$ cat config.mk
export PLATFORM = sky130hd
export DESIGN_NAME = fds_audio_top
export DESIGN_NICKNAME = d
export VERILOG_FILES = /design/src/source/fds_audio_pkg.sv /design/src/source/fds_audio_top.sv /design/src/source/fds_level_mix.sv /design/src/source/fds_vol_envelope.sv /design/src/source/fds_wave_channel.sv /design/src/source/fds_reg_decode.sv
export VERILOG_INCLUDE_DIRS = /design/src /design/src/include
export SDC_FILE = /design/constraint.sdc
export NUM_CORES = 1
export LEC_CHECK = 0
export BUFFER_PORTS_ARGS = -buffer_cell sky130_fd_sc_hd__clkbuf_2
export CAP_MARGIN = 20
export CORE_UTILIZATION = 40
export CTS_BUF_LIST = sky130_fd_sc_hd__clkbuf_4 sky130_fd_sc_hd__clkbuf_8
export DETAILED_ROUTE_END_ITERATION = 7
export GPL_TIMING_DRIVEN = 0
export SLEW_MARGIN = 20
export SYNTH_ARGS = -nofsm -noshare
export SYNTH_HDL_FRONTEND = slang
export SYNTH_HIERARCHICAL = 1
export SYNTH_SLANG_ARGS = --single-unit
$ cat constraint.sdc
create_clock -name clk20 -period 25.2 [get_ports clk20]
set_input_delay 1.26 -clock clk20 [delete_from_list [all_inputs] [get_ports clk20]]
set_output_delay 1.26 -clock clk20 [all_outputs]
set_load 0.02 [all_outputs]
$ cat src/include/fds_audio_defs.svh
// bus addresses, field widths, bit positions and envelope constants of the fds sound unit
`ifndef FDS_AUDIO_DEFS_SVH
`define FDS_AUDIO_DEFS_SVH

// cpu bus
`define FDS_ADDR_W          16
`define FDS_DATA_W          8

// write targets
`define FDS_WAVE_BASE       16'h4040  // wave table window start
`define FDS_WAVE_LAST       16'h407F  // wave table window end
`define FDS_REG_VOL         16'h4080  // volume envelope control
`define FDS_REG_FREQ_LO     16'h4082
`define FDS_REG_FREQ_HI     16'h4083  // freq high nibble, halt, env off
`define FDS_REG_MASTER      16'h4089  // write mode, master volume
`define FDS_REG_ENV_SPEED   16'h408A

// readback
`define FDS_RD_GAIN         16'h4090
`define FDS_RD_SAMPLE       16'h4096
`define FDS_RD_DEFAULT      8'h40     // open bus value

// field widths
`define FDS_GAIN_W          6
`define FDS_SAMPLE_W        6
`define FDS_PHASE_W         24
`define FDS_FREQ_W          12
`define FDS_LEVEL_W         12
`define FDS_INDEX_W         6
`define FDS_TABLE_DEPTH     64
`define FDS_ENV_TICK_W      12

// control bit positions
`define FDS_HALT_BIT        7   // $4083
`define FDS_ENV_OFF_BIT     6   // $4083
`define FDS_WREN_BIT        7   // $4089
`define FDS_VOL_LOAD_BIT    7   // $4080

// envelope
`define FDS_ENV_SPEED_RESET 8'hE8
`define FDS_ENV_STEP_RUN    12'd1
`define FDS_ENV_STEP_HALT   12'd4  // faster ticks while halted
`define FDS_VOL_CLAMP       6'd32

`endif
$ cat src/source/fds_audio_pkg.sv
// shared enums and packed structs for the fds sound unit
`default_nettype none
`include "fds_audio_defs.svh"

package fds_audio_pkg;

	// decoded write target
	typedef enum logic [2:0] {
		sel_none      = 3'd0,
		sel_wave      = 3'd1,  // $4040-$407f
		sel_vol       = 3'd2,  // $4080
		sel_freq_lo   = 3'd3,  // $4082
		sel_freq_hi   = 3'd4,  // $4083
		sel_master    = 3'd5,  // $4089
		sel_env_speed = 3'd6   // $408a
	} reg_sel_e;

	// readback source
	typedef enum logic [1:0] {
		rd_gain    = 2'd0,  // $4090
		rd_sample  = 2'd1,  // $4096
		rd_wave    = 2'd2,  // table window
		rd_default = 2'd3   // everything else
	} rd_sel_e;

	// one write from the bus, 18 bits
	typedef struct packed {
		logic                    valid;  // single clock strobe
		reg_sel_e                sel;
		logic [`FDS_INDEX_W-1:0] index;  // low address bits, also used for table reads
		logic [`FDS_DATA_W-1:0]  data;
	} reg_cmd_t;

	// wave channel status, 19 bits
	typedef struct packed {
		logic                     halted;
		logic [`FDS_INDEX_W-1:0]  phase_index;  // top of phase accumulator
		logic [`FDS_SAMPLE_W-1:0] sample;       // latched wave value
		logic [`FDS_SAMPLE_W-1:0] rd_sample;    // table value seen by the bus
	} chan_status_t;

endpackage

`default_nettype wire

$ cat src/source/fds_audio_top.sv
// fds sound unit top, bus decode feeding wave channel, envelope and level mixer
`timescale 1ns/1ps
`default_nettype none
`include "fds_audio_defs.svh"

module fds_audio_top (
	input  wire                     clk20,
	input  wire                     reset,
	input  wire                     m2_tick,  // one clk20 pulse per cpu cycle
	input  wire                     cyc,
	input  wire                     stb,
	input  wire                     we,
	input  wire [`FDS_ADDR_W-1:0]   adr,
	input  wire [`FDS_DATA_W-1:0]   dat_w,
	output logic                    ack,
	output logic [`FDS_DATA_W-1:0]  dat_r,
	output logic [`FDS_LEVEL_W-1:0] audio_level
);
	import fds_audio_pkg::*;

	reg_cmd_t               cmd;   // decoded write, one clock
	chan_status_t           chan;
	logic [`FDS_GAIN_W-1:0] gain;

	fds_reg_decode u_decode (
		.clk20 (clk20),
		.reset (reset),
		.cyc   (cyc),
		.stb   (stb),
		.we    (we),
		.adr   (adr),
		.dat_w (dat_w),
		.chan  (chan),
		.gain  (gain),
		.ack   (ack),
		.dat_r (dat_r),
		.cmd   (cmd)
	);

	fds_wave_channel u_wave (
		.clk20   (clk20),
		.reset   (reset),
		.m2_tick (m2_tick),
		.cmd     (cmd),
		.chan    (chan)
	);

	fds_vol_envelope u_env (
		.clk20   (clk20),
		.reset   (reset),
		.m2_tick (m2_tick),
		.cmd     (cmd),
		.chan    (chan),   // halted speeds up ticks
		.gain    (gain)
	);

	fds_level_mix u_mix (
		.clk20       (clk20),
		.reset       (reset),
		.cmd         (cmd),
		.chan        (chan),
		.gain        (gain),
		.audio_level (audio_level)
	);

endmodule

`default_nettype wire

$ cat src/source/fds_level_mix.sv
// volume latch, wave times volume, master volume scaling and output register
`timescale 1ns/1ps
`default_nettype none
`include "fds_audio_defs.svh"

module fds_level_mix (
	input  wire                               clk20,
	input  wire                               reset,
	input  wire fds_audio_pkg::reg_cmd_t      cmd,
	input  wire fds_audio_pkg::chan_status_t  chan,
	input  wire [`FDS_GAIN_W-1:0]             gain,
	output logic [`FDS_LEVEL_W-1:0]           audio_level
);
	import fds_audio_pkg::*;

	localparam logic [`FDS_LEVEL_W:0] div3 = 3;
	localparam logic [`FDS_LEVEL_W:0] div5 = 5;

	logic [1:0]              master_vol;  // $4089 bits 1:0
	logic [`FDS_GAIN_W-1:0]  vol_latch;
	logic [`FDS_GAIN_W-1:0]  vol_eff;
	logic [`FDS_LEVEL_W-1:0] raw;
	logic [`FDS_LEVEL_W:0]   raw_x2;
	logic [`FDS_LEVEL_W:0]   scaled;

	assign vol_eff = vol_latch[5] ? `FDS_VOL_CLAMP : vol_latch;  // clamp at 32
	assign raw     = {{(`FDS_LEVEL_W-`FDS_SAMPLE_W){1'b0}}, chan.sample} *
			{{(`FDS_LEVEL_W-`FDS_GAIN_W){1'b0}}, vol_eff};  // 63*32 max
	assign raw_x2  = {raw, 1'b0};

	always_comb begin
		case (master_vol)
			2'd0:    scaled = {1'b0, raw};                      // full
			2'd1:    scaled = raw_x2 / div3;                    // 2/3
			2'd2:    scaled = {2'b00, raw[`FDS_LEVEL_W-1:1]};   // 1/2
			default: scaled = raw_x2 / div5;                    // 2/5
		endcase
	end

	always_ff @(posedge clk20) begin
		if (reset) begin
			master_vol  <= 2'd0;
			vol_latch   <= '0;
			audio_level <= '0;
		end else begin
			if (cmd.valid && cmd.sel == sel_master)
				master_vol <= cmd.data[1:0];
			if (chan.phase_index == '0)
				vol_latch <= gain;  // only at wave start, avoids clicks
			audio_level <= scaled[`FDS_LEVEL_W-1:0];
		end
	end

endmodule

`default_nettype wire

$ cat src/source/fds_vol_envelope.sv
// volume envelope registers, envelope tick counters and gain stepping
`timescale 1ns/1ps
`default_nettype none
`include "fds_audio_defs.svh"

module fds_vol_envelope (
	input  wire                               clk20,
	input  wire                               reset,
	input  wire                               m2_tick,
	input  wire fds_audio_pkg::reg_cmd_t      cmd,
	input  wire fds_audio_pkg::chan_status_t  chan,
	output logic [`FDS_GAIN_W-1:0]            gain
);
	import fds_audio_pkg::*;

	logic [5:0]                 vol_speed;  // periods per gain step, minus one
	logic                       vol_dir;    // 1 = up toward 32
	logic                       vol_off;    // $4080 bit 7
	logic                       env_off;    // $4083 bit 6
	logic [7:0]                 env_speed;
	logic [`FDS_ENV_TICK_W-1:0] env_ticks;
	logic [5:0]                 vol_ticks;
	logic                       env_run;
	logic [`FDS_ENV_TICK_W-1:0] period_last;
	logic [`FDS_ENV_TICK_W-1:0] tick_step;

	assign env_run     = !env_off && !vol_off && (env_speed != 8'd0);
	assign period_last = {{(`FDS_ENV_TICK_W-11){1'b0}}, env_speed, 3'b111};  // speed*8+7
	assign tick_step   = chan.halted ? `FDS_ENV_STEP_HALT : `FDS_ENV_STEP_RUN;

	always_ff @(posedge clk20) begin
		if (reset) begin
			vol_speed <= '0;
			vol_dir   <= 1'b0;
			vol_off   <= 1'b0;
			env_off   <= 1'b1;  // envelope stopped out of reset
			env_speed <= `FDS_ENV_SPEED_RESET;
			env_ticks <= '0;
			vol_ticks <= '0;
			gain      <= '0;
		end else begin
			if (m2_tick && env_run) begin
				if (env_ticks >= period_last) begin
					env_ticks <= '0;
					if (vol_ticks == vol_speed) begin
						vol_ticks <= '0;
						if (vol_dir && !gain[5])
							gain <= gain + 6'd1;  // stops at 32
						else if (!vol_dir && gain != '0)
							gain <= gain - 6'd1;
					end else
						vol_ticks <= vol_ticks + 6'd1;
				end else
					env_ticks <= env_ticks + tick_step;
			end

			if (cmd.valid) begin
				case (cmd.sel)
					sel_vol: begin
						{vol_off, vol_dir, vol_speed} <= cmd.data;
						if (cmd.data[`FDS_VOL_LOAD_BIT])
							gain <= cmd.data[`FDS_GAIN_W-1:0];  // direct gain load
						env_ticks <= '0;
						vol_ticks <= '0;
					end
					sel_freq_hi: begin
						env_off <= cmd.data[`FDS_ENV_OFF_BIT];
						if (cmd.data[`FDS_ENV_OFF_BIT]) begin
							env_ticks <= '0;
							vol_ticks <= '0;
						end
					end
					sel_env_speed: begin
						env_speed <= cmd.data;
						env_ticks <= '0;  // restart period
						vol_ticks <= '0;
					end
					default: ;
				endcase
			end
		end
	end

endmodule

`default_nettype wire

$ cat src/source/fds_wave_channel.sv
// wave table, frequency and halt registers, cycle counter and phase accumulator
`timescale 1ns/1ps
`default_nettype none
`include "fds_audio_defs.svh"

module fds_wave_channel (
	input  wire                           clk20,
	input  wire                           reset,
	input  wire                           m2_tick,
	input  wire fds_audio_pkg::reg_cmd_t  cmd,
	output fds_audio_pkg::chan_status_t   chan
);
	import fds_audio_pkg::*;

	logic [`FDS_SAMPLE_W-1:0] wave_table [`FDS_TABLE_DEPTH];
	logic [`FDS_FREQ_W-1:0]   freq;
	logic                     halted;      // $4083 bit 7
	logic                     write_mode;  // $4089 bit 7
	logic [3:0]               cycles;      // divides cpu clock by 16
	logic [`FDS_PHASE_W-1:0]  phase;
	logic [`FDS_SAMPLE_W-1:0] wave_latch;
	logic [`FDS_INDEX_W-1:0]  phase_index;
	logic [`FDS_PHASE_W-1:0]  pitch;

	assign phase_index = phase[`FDS_PHASE_W-1 -: `FDS_INDEX_W];
	assign pitch       = {{(`FDS_PHASE_W-`FDS_FREQ_W){1'b0}}, freq};  // no modulator

	// table port, cpu may only write while playback is frozen
	always_ff @(posedge clk20) begin
		if (cmd.valid && cmd.sel == sel_wave && write_mode)
			wave_table[cmd.index] <= cmd.data[`FDS_SAMPLE_W-1:0];
	end

	always_ff @(posedge clk20) begin
		if (reset) begin
			freq       <= '0;
			halted     <= 1'b1;  // silent until first $4083 write
			write_mode <= 1'b0;
			cycles     <= '0;
			phase      <= '0;
			wave_latch <= '0;
		end else begin
			if (m2_tick) begin
				cycles <= halted ? 4'd0 : cycles + 4'd1;
				if (cycles == 4'hF && !halted)
					phase <= phase + pitch;  // step every 16 cpu cycles
				if (!write_mode)
					wave_latch <= wave_table[phase_index];  // frozen in write mode
			end

			// register writes win over the tick
			if (cmd.valid) begin
				case (cmd.sel)
					sel_freq_lo: freq[7:0] <= cmd.data;
					sel_freq_hi: begin
						freq[`FDS_FREQ_W-1:8] <= cmd.data[3:0];
						halted                <= cmd.data[`FDS_HALT_BIT];
						if (cmd.data[`FDS_HALT_BIT]) begin
							phase  <= '0;  // halt restarts the wave
							cycles <= '0;
						end
					end
					sel_master: write_mode <= cmd.data[`FDS_WREN_BIT];
					default: ;  // not ours
				endcase
			end
		end
	end

	always_comb begin
		chan.halted      = halted;
		chan.phase_index = phase_index;
		chan.sample      = wave_latch;
		// bus sees the addressed word only while writing is allowed
		chan.rd_sample   = write_mode ? wave_table[cmd.index] : wave_table[phase_index];
	end

endmodule

`default_nettype wire

$ cat src/source/fds_reg_decode.sv
// wishbone classic slave with write command decode and registered readback mux
`timescale 1ns/1ps
`default_nettype none
`include "fds_audio_defs.svh"

module fds_reg_decode (
	input  wire                               clk20,
	input  wire                               reset,
	input  wire                               cyc,
	input  wire                               stb,
	input  wire                               we,
	input  wire [`FDS_ADDR_W-1:0]             adr,
	input  wire [`FDS_DATA_W-1:0]             dat_w,
	input  wire fds_audio_pkg::chan_status_t  chan,
	input  wire [`FDS_GAIN_W-1:0]             gain,
	output logic                              ack,
	output logic [`FDS_DATA_W-1:0]            dat_r,
	output fds_audio_pkg::reg_cmd_t           cmd
);
	import fds_audio_pkg::*;

	logic     req;        // request not yet acked
	logic     in_window;  // $4040-$407f
	reg_sel_e wr_sel;
	rd_sel_e  rd_sel;

	assign req       = cyc & stb & ~ack;
	assign in_window = (adr >= `FDS_WAVE_BASE) && (adr <= `FDS_WAVE_LAST);

	// address to write target
	always_comb begin
		wr_sel = sel_none;
		if (in_window)
			wr_sel = sel_wave;
		else begin
			case (adr)
				`FDS_REG_VOL:       wr_sel = sel_vol;
				`FDS_REG_FREQ_LO:   wr_sel = sel_freq_lo;
				`FDS_REG_FREQ_HI:   wr_sel = sel_freq_hi;
				`FDS_REG_MASTER:    wr_sel = sel_master;
				`FDS_REG_ENV_SPEED: wr_sel = sel_env_speed;
				default:            wr_sel = sel_none;  // unmapped writes dropped
			endcase
		end
	end

	// address to read source
	always_comb begin
		if (in_window)
			rd_sel = rd_wave;
		else if (adr == `FDS_RD_GAIN)
			rd_sel = rd_gain;
		else if (adr == `FDS_RD_SAMPLE)
			rd_sel = rd_sample;
		else
			rd_sel = rd_default;
	end

	// write strobe lands on the edge that raises ack
	always_comb begin
		cmd.valid = req & we;
		cmd.sel   = wr_sel;
		cmd.index = adr[`FDS_INDEX_W-1:0];  // also selects the table word on reads
		cmd.data  = dat_w;
	end

	always_ff @(posedge clk20) begin
		if (reset)
			ack <= 1'b0;
		else
			ack <= req;  // one clock wait state, one clock wide
	end

	// read data taken with ack
	always_ff @(posedge clk20) begin
		if (req && !we) begin
			case (rd_sel)
				rd_gain:   dat_r <= {2'b01, gain};
				rd_sample: dat_r <= {2'b01, chan.rd_sample};
				rd_wave:   dat_r <= {2'b00, chan.rd_sample};  // raw table word
				default:   dat_r <= `FDS_RD_DEFAULT;
			endcase
		end
	end

endmodule

`default_nettype wire

==> qor.txt <==
Period utilisation layout -> 92.76%
Largest net degree at the start of global routing -> 71
Worst-Margin Slew -> 1.322 ns
Run status -> finished clean
HP Class -> reg2reg
Setup WS post-layout -> 1.824 ns
Post-Place Cells -> 3320
Layout cell share with drive strength beyond 1 -> 19.12%
Cell repeated most along the worst path -> ha_1
Peak supply drop -> 57.91 uV
Clk sinks -> 501
Antenna Violating Nets Remaining -> 0
Synth area leader -> edfxtp_1
CTS tree -> yes
Mapped cell area -> 28480 um2
Design area -> 31660 um2
Clock Skews -> 0.02978 ns
Mapped Nets -> 2460
Total gr overflow -> 0
Top post-synthesis cells by area -> edfxtp_1, mux4_2, dfxtp_1, mux2i_1, ha_1
Row count -> 97
Avg Cell Area, Syn -> 12.17 um2
Leakage -> 10.82 nW
Max incr delay on CP -> 0.54 ns
Worst-Skew Late Latency -> 0.70 ns
Most frequent cells in the layout -> edfxtp_1, nor2_1, nand2_1, mux4_2, dfxtp_1
Final core utilization -> 45.05%
Final GP Congestion -> 0.9896
Vias in the first global route -> 21440
Pre-antenna DRT Iters -> 5
Port Buf Inserts -> 40
DRC Markers -> 0
DP Area -> 29870 um2
Hpwl dp -> 72420 um
Maximum clock path buffer count -> 3
Worst-path fanout max -> 10
Routed wire per std cell -> 29.12 um
Gate Count Post-Synth -> 2339
Commonest non-fill, non-tap cell in the layout -> edfxtp_1
Max transition margin -> 11.88%
Element type at the critical path end -> flip-flop
Top-area cell type share of the netlist area -> 41.23%
Global Route Usage Sum -> 28.07%
Root Buffer -> clkbuf_8
Final Hold Vio Count -> 0
Ys async rst share -> 0%
Yosys reg bits -> 501
Die Area -> 72260 um2
Setup TNS -> 0 ns
Initial core utilization -> 40.52%
Layout area overhead -> 11.18%
Critical path class -> reg2reg
Slowest cell on the critical path -> fa_1
Sequential fraction of the synthesis area -> 48.97%
IO Pins -> 51
Non-filler cells, final -> 3479
Tmin final -> 23.38 ns
WP data required -> 25.76 ns
Pre-CTS setup slack -> 1.356 ns
Die Span X -> 268.8 um
CP Launch Type -> flip-flop
Yosys warnings -> 6
DR vias/cell -> 6.328
Initial antenna violation count -> 5
Netlist cell types -> 109
Final layout net count -> 2590
CTS HTree Levels -> 3
Power density over the cells -> 54.44 nW/um2
Chip height -> 268.8 um
RSZ-0062 raised after global routing -> false
Worst EP arrival -> 23.93 ns
Prevailing post-synth register cell -> edfxtp_1
Drt total wl -> 101300 um
Clock-pin slew on the worst setup and hold paths -> 0.06 ns
Max-capacitance violation count -> 0
Maximum operating frequency -> 42.78 MHz
Core area -> 70270 um2
Post-synth EDFFs -> 391
Routed vias -> 22020
Final setup fails -> 0
DR iter-0 viols -> 2494
Cts bufs inserted -> 84
Fill count -> 6478
Slew Viols, Final -> 0
First-pass GRT wire length -> 145400 um
==> critical path, delay by kind of cell (launching register included) <==
kind	cells	cell delay (ns)
DFF	1	0.32
and+or+nand+nor	31	5.65
buffers and inverters	11	1.48
AOI/OAI and AO/OA	28	7.01
muxes	4	1.30
adders and majority gates	16	5.68
xor gates and xnor gates	8	1.78
==> layer usage <==
layer | share of wire [%] | vias up | track usage, %
met1 | 38 | 11020 | 35.61
li1 | - | 9419 | -
met4 | 5.6 | 4 | 14.45
met3 | 9.4 | 304 | 5.635
met2 | 47 | 1271 | 45.47
met5 | 0.031 | - | 0
==> per-stage QoR <==
step	total power [mW]	hold slack, ns
6_report	1.724	0.4619
5_1_grt	1.774	0.4777
2_1_floorplan	0.9573	0.4356
3_3_place_gp	0.9955	0.4456
3_5_place_dp	0.9967	0.4557
4_1_cts	1.736	0.4650
==> sequential cells by signal, indices dropped and copies added (netlist names), 2 cells and up <==
name / cells
u_wave/freq: 12
u_wave/phase: 24
u_mix/vol_latch: 6
u_env/vol_speed: 6
u_env/gain: 6
u_env/env_speed: 8
u_wave/wave_latch: 6
u_env/vol_ticks: 6
u_wave/cycles: 4
u_wave/wave_table: 384
u_mix/audio_level: 12
u_env/env_ticks: 12
u_mix/master_vol: 2
u_decode/dat_r: 7
==> kinds of logic after synthesis <==
| kind of cell | count (synthesis) | share of synthesized area (%) |
|---|---|---|
| XOR/XNOR | 67 | 2.087 |
| AO/OA/AOI/OAI | 542 | 13.77 |
| multiplexers | 277 | 15.56 |
| AND/OR/NAND/NOR | 635 | 11.14 |
| other | 1 | 0.01317 |
| buffers and inverters | 225 | 3.963 |
| flip-flops | 501 | 48.97 |
| adder cells (fa/ha/maj) | 91 | 4.499 |
==> cells in the mapped netlist (23+ instances only) <==
library cell,instances
a211oi_1,42
a21o_1,23
a21oi_1,108
a221oi_1,24
a22oi_1,53
and2_1,42
buf_2,29
buf_4,36
clkbuf_1,64
dfxtp_1,110
edfxtp_1,391
ha_1,72
inv_1,67
mux2_2,36
mux2i_1,109
mux4_2,127
nand2_1,159
nand3_1,45
nor2_1,201
nor2b_1,25
nor3_1,27
o21ai_0,49
o22ai_1,24
xnor2_1,35
xor2_1,31
==> path summary, 6_finish.rpt <==
path                                   startpoint                         endpoint  slack, ns  cells after the start
hold reg to reg        u_wave/phase[4]$_SDFF_PP0_       u_wave/phase[4]$_SDFF_PP0_       0.46                      2
setup / recovery  u_mix/vol_latch[5]$_SDFFE_PP0N_  u_mix/audio_level[0]$_SDFF_PP0_       1.82                     98
hold / removal         u_wave/phase[4]$_SDFF_PP0_       u_wave/phase[4]$_SDFF_PP0_       0.46                      2
setup reg to reg  u_mix/vol_latch[5]$_SDFFE_PP0N_  u_mix/audio_level[0]$_SDFF_PP0_       1.82                     98
==> final cells by class <==
cell class	count	area [um2]	area share, %
Buffer	156	870.8	2.751
Sequential cell	501	13940	44.04
Clock inverter	38	294.0	0.9287
Tap cell	940	1176	3.715
Multi-Input combinational cell	1613	13440	42.44
Inverter	69	259.0	0.8181
Timing Repair Buffer	44	234.0	0.7390
Antenna cell	3	7.507	0.02371
Clock buffer	115	1439	4.545
==> power breakdown <==
part	internal, mW	leakage [nW]	total [mW]	switching, mW
logic	0.0255	5.51	0.0905	0.0650
registers	0.891	4.39	0.892	0.00111
clock network	0.398	0.909	0.741	0.344
==> timing repair <==
action                     CTS  global route
setup endpoints to repair    0             1
buffers inserted             0             3
hold buffers                 0             0
gates resized for setup      0             7
Power figures use the tool's default switching activity.
